### src/logic/isa_pkg.sv
package isa_pkg;

  localparam int XLEN       = 32;
  localparam int REG_ADDR_W = 5;

  localparam int OPC_LSB   = 26; // field start bits
  localparam int RS_LSB    = 21;
  localparam int RT_LSB    = 16;
  localparam int RD_LSB    = 11;
  localparam int SHAMT_LSB = 6;
  localparam int FIELD6_W  = 6;  // opcode and funct width
  localparam int IMM_W     = 16; // imm and funct sit at bit 0
  localparam int TARGET_W  = 26;

  localparam logic [5:0]
    OPC_SPECIAL = 6'h00, OPC_REGIMM = 6'h01, OPC_J     = 6'h02, OPC_JAL   = 6'h03,
    OPC_BEQ     = 6'h04, OPC_BNE    = 6'h05, OPC_BLEZ  = 6'h06, OPC_BGTZ  = 6'h07,
    OPC_ADDI    = 6'h08, OPC_ADDIU  = 6'h09, OPC_SLTI  = 6'h0a, OPC_SLTIU = 6'h0b,
    OPC_ANDI    = 6'h0c, OPC_ORI    = 6'h0d, OPC_XORI  = 6'h0e, OPC_LUI   = 6'h0f,
    OPC_LB      = 6'h20, OPC_LH     = 6'h21, OPC_LW    = 6'h23, OPC_LBU   = 6'h24,
    OPC_LHU     = 6'h25, OPC_SB     = 6'h28, OPC_SH    = 6'h29, OPC_SW    = 6'h2b;

  localparam logic [5:0]
    FN_SLL  = 6'd0,  FN_SRL  = 6'd2,  FN_SRA  = 6'd3,  FN_SLLV = 6'd4,
    FN_SRLV = 6'd6,  FN_SRAV = 6'd7,  FN_JR   = 6'd8,  FN_JALR = 6'd9,
    FN_ADD  = 6'd32, FN_ADDU = 6'd33, FN_SUB  = 6'd34, FN_SUBU = 6'd35,
    FN_AND  = 6'd36, FN_OR   = 6'd37, FN_XOR  = 6'd38, FN_NOR  = 6'd39,
    FN_SLT  = 6'd42, FN_SLTU = 6'd43;

  localparam logic [4:0]
    RT_BLTZ = 5'h00, RT_BGEZ = 5'h01, RT_BLTZAL = 5'h10, RT_BGEZAL = 5'h11;

  localparam logic [REG_ADDR_W-1:0] LINK_REG = 5'd31; // ra

  typedef enum logic [3:0] {
    OP_PASS_A, OP_ADD, OP_SUB, OP_AND, OP_OR, OP_XOR,
    OP_NOR, OP_SLL, OP_SRL, OP_SRA, OP_LUI
  } alu_op_t;

  typedef enum logic {RES_ALU, RES_SET} alu_res_t;

  typedef enum logic [1:0] {OP_LS_WORD, OP_LS_HALFWORD, OP_LS_BYTE} ls_op_t;

  typedef enum logic [2:0] {
    COND_UNCONDITIONAL, COND_EQ, COND_NE, COND_LT, COND_GE, COND_LE, COND_GT
  } cond_t;

endpackage

### src/logic/pipe_pkg.sv
package pipe_pkg;
  import isa_pkg::*;

  typedef enum logic [1:0] {
    FWD_NONE, FWD_FROM_EXMEM, FWD_FROM_MEMWB, FWD_FROM_MEMWB_LATE
  } fwd_t;

  typedef struct packed {
    logic [XLEN-1:0] pc;
    logic [XLEN-1:0] inst_word;
    logic            valid;
  } fetch_t;

  typedef struct packed {
    logic [REG_ADDR_W-1:0] reg_addr;
    logic                  valid;
  } dest_t;

  typedef struct packed {
    logic [REG_ADDR_W-1:0] A_reg;
    logic                  A_reg_valid;
    logic [REG_ADDR_W-1:0] B_reg;
    logic                  B_reg_valid;
    logic                  B_need_late; // store data only used in MEM
  } src_t;

  typedef struct packed {
    alu_op_t               alu_op;
    alu_res_t              alu_res_sel;
    logic                  alu_set_u;
    logic [REG_ADDR_W-1:0] shamt;
    ls_op_t                ls_op;
    logic                  ls_sext;
    cond_t                 branch_cond;
    logic                  alu_inst;
    logic                  load_inst;
    logic                  store_inst;
    logic                  jmp_inst;
    logic                  branch_inst;
    dest_t                 dest;
    logic [XLEN-1:0]       imm;
    logic                  imm_valid;
  } ctrl_t;

  typedef struct packed {
    logic [XLEN-1:0] pc;
    ctrl_t           ctrl;
    logic [XLEN-1:0] A;
    logic [XLEN-1:0] B;
    fwd_t            A_fwd_from;
    fwd_t            B_fwd_from;
  } id_ex_t;

  typedef struct packed {
    logic                  en;
    logic [REG_ADDR_W-1:0] addr;
    logic [XLEN-1:0]       data;
  } wb_t;

endpackage

### src/logic/reg_file.sv
module reg_file (
  input  logic                           clock,
  input  logic                           reset,
  input  logic [isa_pkg::REG_ADDR_W-1:0] rd_addr1,
  input  logic [isa_pkg::REG_ADDR_W-1:0] rd_addr2,
  output logic [isa_pkg::XLEN-1:0]       rd_data1,
  output logic [isa_pkg::XLEN-1:0]       rd_data2,
  input  pipe_pkg::wb_t                  wb
);

  import isa_pkg::*;
  import pipe_pkg::*;

  logic [XLEN-1:0] regs [2**REG_ADDR_W];

  always_ff @(posedge clock) begin
    if (reset) begin
      for (int i = 0; i < 2**REG_ADDR_W; i++) begin
        regs[i] <= '0;
      end
    end else if (wb.en && (wb.addr != '0)) begin // r0 stays zero
      regs[wb.addr] <= wb.data;
    end
  end

  // no bypass so a write shows up on the next cycle
  assign rd_data1 = (rd_addr1 == '0) ? '0 : regs[rd_addr1];
  assign rd_data2 = (rd_addr2 == '0) ? '0 : regs[rd_addr2];

endmodule

### src/logic/inst_decoder.sv
module inst_decoder (
  input  pipe_pkg::fetch_t fetch,
  output pipe_pkg::ctrl_t  ctrl,
  output pipe_pkg::src_t   src
);

  import isa_pkg::*;
  import pipe_pkg::*;

  logic [FIELD6_W-1:0]   opc;
  logic [FIELD6_W-1:0]   funct;
  logic [REG_ADDR_W-1:0] rs;
  logic [REG_ADDR_W-1:0] rt;
  logic [REG_ADDR_W-1:0] rd;
  logic [REG_ADDR_W-1:0] shamt_f;
  logic [IMM_W-1:0]      imm16;
  logic [TARGET_W-1:0]   target;
  logic [XLEN-1:0]       pc_plus_4;
  logic                  imm_sext;
  logic                  iformat;
  logic                  jformat;
  logic                  known;

  assign opc       = fetch.inst_word[OPC_LSB +: FIELD6_W];
  assign rs        = fetch.inst_word[RS_LSB +: REG_ADDR_W];
  assign rt        = fetch.inst_word[RT_LSB +: REG_ADDR_W];
  assign rd        = fetch.inst_word[RD_LSB +: REG_ADDR_W];
  assign shamt_f   = fetch.inst_word[SHAMT_LSB +: REG_ADDR_W];
  assign funct     = fetch.inst_word[FIELD6_W-1:0];
  assign imm16     = fetch.inst_word[IMM_W-1:0];
  assign target    = fetch.inst_word[TARGET_W-1:0];
  assign pc_plus_4 = fetch.pc + XLEN'(4);

  always_comb begin
    ctrl               = '0;
    ctrl.dest.reg_addr = rt; // I-type default
    ctrl.dest.valid    = 1'b1;
    src                = '0;
    src.A_reg          = rs;
    src.B_reg          = rt;
    imm_sext           = 1'b0;
    iformat            = 1'b1;
    jformat            = 1'b0;
    known              = 1'b1;

    case (opc)
      OPC_SPECIAL: begin
        iformat            = 1'b0;
        ctrl.dest.reg_addr = rd;
        ctrl.shamt         = shamt_f;
        ctrl.alu_inst      = 1'b1;
        src.A_reg_valid    = 1'b1;
        src.B_reg_valid    = 1'b1;
        case (funct)
          FN_SLL: begin
            ctrl.alu_op     = OP_SLL;
            src.A_reg_valid = 1'b0; // shamt form reads only rt
          end
          FN_SRL: begin
            ctrl.alu_op     = OP_SRL;
            src.A_reg_valid = 1'b0;
          end
          FN_SRA: begin
            ctrl.alu_op     = OP_SRA;
            src.A_reg_valid = 1'b0;
          end
          FN_SLLV: ctrl.alu_op = OP_SLL;
          FN_SRLV: ctrl.alu_op = OP_SRL;
          FN_SRAV: ctrl.alu_op = OP_SRA;
          FN_JR, FN_JALR: begin
            ctrl.alu_inst   = 1'b0;
            ctrl.jmp_inst   = 1'b1;
            ctrl.dest.valid = (funct == FN_JALR); // jalr links to rd
            src.B_reg_valid = 1'b0;
          end
          FN_ADD, FN_ADDU: ctrl.alu_op = OP_ADD;
          FN_SUB, FN_SUBU: ctrl.alu_op = OP_SUB;
          FN_AND: ctrl.alu_op = OP_AND;
          FN_OR:  ctrl.alu_op = OP_OR;
          FN_XOR: ctrl.alu_op = OP_XOR;
          FN_NOR: ctrl.alu_op = OP_NOR;
          FN_SLT, FN_SLTU: begin
            ctrl.alu_op      = OP_SUB;
            ctrl.alu_res_sel = RES_SET;
            ctrl.alu_set_u   = (funct == FN_SLTU);
          end
          default: known = 1'b0;
        endcase
      end
      OPC_REGIMM: begin
        ctrl.branch_inst   = 1'b1;
        src.A_reg_valid    = 1'b1;
        ctrl.dest.reg_addr = LINK_REG;
        ctrl.dest.valid    = (rt == RT_BLTZAL) || (rt == RT_BGEZAL);
        case (rt)
          RT_BLTZ, RT_BLTZAL: ctrl.branch_cond = COND_LT;
          RT_BGEZ, RT_BGEZAL: ctrl.branch_cond = COND_GE;
          default:            known = 1'b0;
        endcase
      end
      OPC_J, OPC_JAL: begin
        iformat            = 1'b0;
        jformat            = 1'b1;
        ctrl.jmp_inst      = 1'b1;
        ctrl.dest.reg_addr = LINK_REG;
        ctrl.dest.valid    = (opc == OPC_JAL);
      end
      OPC_BEQ, OPC_BNE, OPC_BLEZ, OPC_BGTZ: begin
        ctrl.branch_inst = 1'b1;
        ctrl.dest.valid  = 1'b0;
        src.A_reg_valid  = 1'b1;
        src.B_reg_valid  = (opc == OPC_BEQ) || (opc == OPC_BNE); // blez/bgtz compare to zero
        case (opc)
          OPC_BEQ:  ctrl.branch_cond = COND_EQ;
          OPC_BNE:  ctrl.branch_cond = COND_NE;
          OPC_BLEZ: ctrl.branch_cond = COND_LE;
          default:  ctrl.branch_cond = COND_GT;
        endcase
      end
      OPC_ADDI, OPC_ADDIU, OPC_SLTI, OPC_SLTIU: begin
        imm_sext         = 1'b1;
        ctrl.alu_inst    = 1'b1;
        src.A_reg_valid  = 1'b1;
        ctrl.alu_op      = (opc == OPC_ADDI || opc == OPC_ADDIU) ? OP_ADD : OP_SUB;
        ctrl.alu_res_sel = (opc == OPC_SLTI || opc == OPC_SLTIU) ? RES_SET : RES_ALU;
        ctrl.alu_set_u   = (opc == OPC_SLTIU);
      end
      OPC_ANDI, OPC_ORI, OPC_XORI: begin // zero-extended imm
        ctrl.alu_inst   = 1'b1;
        src.A_reg_valid = 1'b1;
        case (opc)
          OPC_ANDI: ctrl.alu_op = OP_AND;
          OPC_ORI:  ctrl.alu_op = OP_OR;
          default:  ctrl.alu_op = OP_XOR;
        endcase
      end
      OPC_LUI: begin
        ctrl.alu_inst = 1'b1;
        ctrl.alu_op   = OP_LUI;
      end
      OPC_LB, OPC_LH, OPC_LW, OPC_LBU, OPC_LHU: begin
        ctrl.alu_op     = OP_ADD; // address calc
        imm_sext        = 1'b1;
        ctrl.load_inst  = 1'b1;
        src.A_reg_valid = 1'b1;
        ctrl.ls_sext    = (opc == OPC_LB) || (opc == OPC_LH);
        if (opc == OPC_LB || opc == OPC_LBU) begin
          ctrl.ls_op = OP_LS_BYTE;
        end else if (opc == OPC_LH || opc == OPC_LHU) begin
          ctrl.ls_op = OP_LS_HALFWORD;
        end
      end
      OPC_SB, OPC_SH, OPC_SW: begin
        ctrl.alu_op     = OP_ADD;
        imm_sext        = 1'b1;
        ctrl.store_inst = 1'b1;
        ctrl.dest.valid = 1'b0;
        src.A_reg_valid = 1'b1;
        src.B_reg_valid = 1'b1;
        src.B_need_late = 1'b1;
        if (opc == OPC_SB) begin
          ctrl.ls_op = OP_LS_BYTE;
        end else if (opc == OPC_SH) begin
          ctrl.ls_op = OP_LS_HALFWORD;
        end
      end
      default: known = 1'b0;
    endcase

    if (!known) begin // decode as no-op
      ctrl.alu_inst    = 1'b0;
      ctrl.branch_inst = 1'b0;
      ctrl.dest.valid  = 1'b0;
      src.A_reg_valid  = 1'b0;
      src.B_reg_valid  = 1'b0;
    end

    if (ctrl.jmp_inst) begin
      ctrl.imm = {pc_plus_4[XLEN-1 -: 4], target, 2'b00};
    end else if (ctrl.branch_inst) begin
      ctrl.imm = pc_plus_4 + {{(XLEN-IMM_W-2){imm16[IMM_W-1]}}, imm16, 2'b00};
    end else if (imm_sext) begin
      ctrl.imm = {{(XLEN-IMM_W){imm16[IMM_W-1]}}, imm16};
    end else begin
      ctrl.imm = {{(XLEN-IMM_W){1'b0}}, imm16};
    end
    ctrl.imm_valid = known && (iformat || jformat);
  end

endmodule

### src/logic/hazard_unit.sv
module hazard_unit (
  input  pipe_pkg::src_t  src,
  input  pipe_pkg::dest_t ex_dest,
  input  logic            ex_load,
  input  pipe_pkg::dest_t mem_dest,
  output pipe_pkg::fwd_t  A_fwd_from,
  output pipe_pkg::fwd_t  B_fwd_from,
  output logic            stall
);

  import pipe_pkg::*;

  logic a_match_ex;
  logic a_match_mem;
  logic b_match_ex;
  logic b_match_mem;

  assign a_match_ex  = src.A_reg_valid && ex_dest.valid && (src.A_reg == ex_dest.reg_addr);
  assign b_match_ex  = src.B_reg_valid && ex_dest.valid && (src.B_reg == ex_dest.reg_addr);
  assign a_match_mem = src.A_reg_valid && mem_dest.valid && (src.A_reg == mem_dest.reg_addr);
  assign b_match_mem = src.B_reg_valid && mem_dest.valid && (src.B_reg == mem_dest.reg_addr);

  // youngest producer wins
  always_comb begin
    if (a_match_ex) begin
      A_fwd_from = FWD_FROM_EXMEM;
    end else if (a_match_mem) begin
      A_fwd_from = FWD_FROM_MEMWB;
    end else begin
      A_fwd_from = FWD_NONE;
    end
  end

  always_comb begin
    if (b_match_ex) begin
      B_fwd_from = ex_load ? FWD_FROM_MEMWB_LATE : FWD_FROM_EXMEM; // load data only in MEM
    end else if (b_match_mem) begin
      B_fwd_from = FWD_FROM_MEMWB;
    end else begin
      B_fwd_from = FWD_NONE;
    end
  end

  // load-use stall unless B is only needed by the store in MEM
  assign stall = ex_load && (a_match_ex || (b_match_ex && !src.B_need_late));

endmodule

### src/logic/id_ex_reg.sv
module id_ex_reg (
  input  logic                     clock,
  input  logic                     reset,
  input  logic [isa_pkg::XLEN-1:0] pc,
  input  pipe_pkg::ctrl_t          ctrl,
  input  logic [isa_pkg::XLEN-1:0] A,
  input  logic [isa_pkg::XLEN-1:0] B,
  input  pipe_pkg::fwd_t           A_fwd_from,
  input  pipe_pkg::fwd_t           B_fwd_from,
  input  logic                     stall,
  input  logic                     fetch_valid,
  output pipe_pkg::id_ex_t         id_ex
);

  import pipe_pkg::*;

  ctrl_t bubble_ctrl;
  logic  insert_bubble;

  assign insert_bubble = stall || !fetch_valid;

  always_comb begin
    bubble_ctrl             = ctrl;
    bubble_ctrl.dest.valid  = 1'b0;
    bubble_ctrl.alu_inst    = 1'b0;
    bubble_ctrl.load_inst   = 1'b0;
    bubble_ctrl.store_inst  = 1'b0;
    bubble_ctrl.jmp_inst    = 1'b0;
    bubble_ctrl.branch_inst = 1'b0;
  end

  always_ff @(posedge clock) begin
    if (reset) begin
      id_ex <= '0;
    end else begin
      id_ex.pc         <= pc;
      id_ex.ctrl       <= insert_bubble ? bubble_ctrl : ctrl;
      id_ex.A          <= A;
      id_ex.B          <= B;
      id_ex.A_fwd_from <= A_fwd_from;
      id_ex.B_fwd_from <= B_fwd_from;
    end
  end

endmodule

### src/logic/decode_stage.sv
module decode_stage (
  input  logic             clock,
  input  logic             reset,
  input  pipe_pkg::fetch_t fetch,
  input  pipe_pkg::wb_t    wb,
  input  pipe_pkg::dest_t  ex_mem_dest,
  output pipe_pkg::id_ex_t id_ex,
  output logic             stall
);

  import isa_pkg::*;
  import pipe_pkg::*;

  ctrl_t           ctrl;
  src_t            src;
  logic [XLEN-1:0] rd_data1;
  logic [XLEN-1:0] rd_data2;
  fwd_t            A_fwd_from;
  fwd_t            B_fwd_from;

  reg_file u_reg_file (
    .clock    (clock),
    .reset    (reset),
    .rd_addr1 (fetch.inst_word[RS_LSB +: REG_ADDR_W]), // rs
    .rd_addr2 (fetch.inst_word[RT_LSB +: REG_ADDR_W]), // rt
    .rd_data1 (rd_data1),
    .rd_data2 (rd_data2),
    .wb       (wb)
  );

  inst_decoder u_inst_decoder (
    .fetch (fetch),
    .ctrl  (ctrl),
    .src   (src)
  );

  hazard_unit u_hazard_unit (
    .src        (src),
    .ex_dest    (id_ex.ctrl.dest),
    .ex_load    (id_ex.ctrl.load_inst),
    .mem_dest   (ex_mem_dest),
    .A_fwd_from (A_fwd_from),
    .B_fwd_from (B_fwd_from),
    .stall      (stall)
  );

  id_ex_reg u_id_ex_reg (
    .clock       (clock),
    .reset       (reset),
    .pc          (fetch.pc),
    .ctrl        (ctrl),
    .A           (rd_data1),
    .B           (rd_data2),
    .A_fwd_from  (A_fwd_from),
    .B_fwd_from  (B_fwd_from),
    .stall       (stall),
    .fetch_valid (fetch.valid),
    .id_ex       (id_ex)
  );

endmodule

### config.mk
export PLATFORM = sky130hd
export DESIGN_NAME = decode_stage
export DESIGN_NICKNAME = d
export VERILOG_FILES = /design/src/logic/isa_pkg.sv /design/src/logic/pipe_pkg.sv /design/src/logic/reg_file.sv /design/src/logic/inst_decoder.sv /design/src/logic/hazard_unit.sv /design/src/logic/id_ex_reg.sv /design/src/logic/decode_stage.sv
export SDC_FILE = /design/constraint.sdc
export NUM_CORES = 2
export LEC_CHECK = 0
export ABC_AREA = 0
export BUFFER_PORTS_ARGS = -buffer_cell sky130_fd_sc_hd__buf_2
export CAP_MARGIN = 20
export CORE_MARGIN = 10
export CORE_UTILIZATION = 35
export DETAILED_ROUTE_END_ITERATION = 8
export PLACE_DENSITY = 0.51
export SYNTH_ARGS = -nofsm -noshare
export SYNTH_HDL_FRONTEND = slang
export SYNTH_SLANG_ARGS = --single-unit
### constraint.sdc
create_clock -name clock -period 4.8 [get_ports clock]
set_clock_uncertainty 0.2 [all_clocks]
set_input_delay 0.24 -clock clock [delete_from_list [all_inputs] [get_ports clock]]
set_output_delay 0.24 -clock clock [all_outputs]
set_load 0.05 [all_outputs]
==> summary.md <==
| Metric | Value |
|---|---|
| Clk buf depth | `3` |
| Top-area cell type share of the netlist area | `0.502` |
| Post-layout min period | `4.22 ns` |
| Hpwl dp | `129000 µm` |
| Largest net degree at the start of global routing | `83` |
| Power Dens Cells | `about 370 mW/mm²` |
| Crit path largest cell delay | `around 0.58 ns` |
| Period utilization | `0.879` |
| Hold_ws | `0.0671 ns` |
| Seq/Total Area, Yosys | `0.555` |
| Ys async rst share | `0` |
| Levels on crit path | `16` |
| RSZ-0062 raised after global routing | `no` |
| Critical Path Fanout Max | `6` |
| IO Count | `~270` |
| Final-report setup violation count | `0` |
| Wire per inst | `32.7 µm` |
| Grt peak-use layer | `met2` |
| Met3 Resource Use GR | `0.0360` |
| Highest-count cells in the layout ignoring fill and taps | `1024 x edfxtp_1, 1001 x and2_1, 640 x mux4_2` |
| Worst Setup EP | `u_id_ex_reg.id_ex[84]$_SDFF_PP0_` |
| Place WS | `just under 0.4 ns` |
| Final hold violation count | `0` |
| Peak VDD IR | `0.000257 V` |
| Vias in the first global route | `roughly 39000` |
| Die Y | `438 µm` |
| Reg2reg start | `u_id_ex_reg.id_ex[103]$_SDFF_PP0_` |
| IO buf count | `272` |
| Worst hold path class | `in -> reg` |
| Post-route setup slack | `0.581 ns` |
| Pleak | `25.3 nW` |
| Grt ovf | `0` |
| NumNets Final | `around 4500` |
| CP arrival | `4.76 ns` |
| Post-synth EDFFs | `1024` |
| # rows | `153` |
| Post-synthesis instance area | `0.0612 mm²` |
| Cell taking the most area after synthesis | `edfxtp_1` |
| Reg2Reg Setup Slack | `2.02 ns` |
| Residual DRC | `0` |
| Routed Antenna Nets | `0` |
| MaxCap Viol Count | `0` |
| Total number of vias | `approximately 38000` |
| H-tree depth | `4` |
| Worst Setup End Kind | `flip-flop` |
| Max-slew violation count | `0` |
| FMAX | `around 240 MHz` |
| Slew HR | `0.216` |
| Clk pin slew, worst setup/hold paths | `0.06 ns` |
| Core area | `roughly 0.17 mm²` |
| Vias per inst | `approximately 5.6` |
| Clk_lat worst skew | `0.81 ns` |
| Synthesized instance count | `4008` |
| Worst Setup SP | `fetch[35]` |
| TritonRoute pass-1 iters | `6` |
| Met1 Use GR | `0.297` |
| Gr usage total | `0.227` |
| Root Driver | `clkbuf_16` |
| Setup TNS | `0 ns` |
| Kind of critical path | `in -> reg` |
| First-pass GRT wire length | `311000 µm` |
| WP buf/inv | `3` |
| Worst flop-to-flop path endpoint | `u_id_ex_reg.id_ex[1]$_SDFF_PP0_` |
| Slew @ Worst Pin | `about 1.2 ns` |
| CP max-delay cell | `dlygate4sd3_1` |
| Status | `completed` |
| Largest register FFs | `1024` |
| Syn-to-layout area delta | `17.5%` |
| Final WL | `221000 µm` |
| Die area | `between 0.15 and 0.2 mm²` |
| Worst setup SP type | `input pin` |
| Synth Area per Inst | `approximately 15 µm²` |
| Grt met2 use | `0.384` |
| Die span in x | `roughly 440 µm` |
| GP Congestion | `0.818` |
| Synth top area cells | `edfxtp_1 50%, mux4_2 24%, and2_1 10%` |
| Top FF cell, synth | `edfxtp_1` |
| Req. time, crit path | `5.34 ns` |
| CP delay by family, top | `compound AO/OA/AOI/OAI gates` |
| Yosys reg bits | `roughly 1200` |
| Post-synth cell types | `67` |
| Clock sink count | `1185` |
| Initial antenna violation count | `23` |
| Initial core utilization | `0.352` |
| Layout cell share with drive strength beyond 1 | `0.303` |
| Filler instances | `about 16000` |
| Num CTS Buffers | `~140` |
| Commonest non-fill, non-tap cell in the layout | `edfxtp_1` |
| Critical-path cell list | `dlygate4sd3_1 > buf_2 > ha_1 > nand4_1 > nor2_1 > xor2_1 > ha_1 > a2111oi_0 > o21ai_0 > a32oi_1 > nand2b_1 > a21oi_1 > xnor2_1 > mux2i_1 > a211oi_1 > dlygate4sd3_1` |
| Yosys warns | `0` |
| R2r worst-path depth | `7` |
| TritonCTS clock tree | `yes` |
| Initial DRC count | `4207` |
| Number of post-CTS setup repair buffers | `0` |
==> layout make-up <==
type                    instances  area (µm²)  share of cell area
flip-flops and latches       1185       34000               0.472
multi-input cells            2438       26000               0.362
repair buffers                533        4200              0.0584
clock buffers                 185        3910              0.0544
well taps                    2325        2910              0.0404
clock inverters                78         810              0.0113
inverters                      21        78.8             0.00110
diodes                          8        20.0            0.000278
==> Yosys cell counts (all sizes together) (29+ instances only) <==
cell,count
edfxtp,1024
and2,1002
mux4,640
clkbuf,314
nor2,192
dfxtp,161
buf,81
mux2i,79
a21oi,44
nor2b,39
xnor2,38
xor2,36
nor3,34
or2,34
nand2,32
ha,30
o21ai,29
==> power breakdown <==
part | internal (W) | switching, W | total, W | leakage [nW]
Combinational | 0.00147 | 0.00210 | 0.00357 | 11.9
Sequential | 0.0118 | 0.000259 | 0.0120 | 11.1
Clock | 0.00631 | 0.00466 | 0.0110 | 2.31
==> how the worst min path moves through the flow <==
stage	start	to	slack, ns	cells past startpoint
floorplan	fetch[7]	u_id_ex_reg.id_ex[118]$_SDFF_PP0_	0.16	1
global placement	fetch[33]	u_id_ex_reg.id_ex[129]$_SDFF_PP0_	0.27	2
detailed placement	fetch[34]	u_id_ex_reg.id_ex[130]$_SDFF_PP0_	0.29	2
CTS	fetch[36]	u_id_ex_reg.id_ex[132]$_SDFF_PP0_	0.005	3
global route	fetch[24]	u_id_ex_reg.id_ex[2]$_SDFF_PP0_	0.05	4
finish	fetch[24]	u_id_ex_reg.id_ex[2]$_SDFF_PP0_	0.07	4
==> logic make-up after synthesis <==
kind of cell	count (synthesis)	synth area share
simple gates	1418	0.136
flops	1185	0.555
mux	719	0.248
buf+inv	416	0.0261
compound gates	164	0.0178
xor+xnor	74	0.0106
fa+ha+maj	31	0.00646
other cells	1	0.0000612
==> layer usage <==
metal	vias to the layer above	routed length, µm
li1	15900	-
met4	2	7900
met1	20300	88500
met3	362	15100
met5	-	13
met2	1626	110000
==> timing repair <==
action | in CTS | in global routing
hold endpoints to repair | 1104 | 0
endpoints found under the setup margin | 0 | 0
hold buffers | 123 | 0
gates resized for setup | 0 | 0
==> worst min-delay path: cells and delay by family <==
| family | cells | cell delay, ns |
|---|---|---|
| buffers and inverters | 1 | 0.27 |
| and+or+nand+nor | 2 | 0.24 |
| xor gates and xnor gates | 1 | 0.22 |
==> through the flow <==
step	cells	area (µm²)	power (W)	util
floorplan	4039	61300	0.0144	-
global placement	6379	65900	0.0157	0.379
detailed placement	6379	65900	0.0157	0.379
CTS	6765	71900	0.0268	0.414
global route	6768	71900	0.0274	0.414
finish	6773	71900	0.0266	0.414
(Power assumes the default switching activity.)
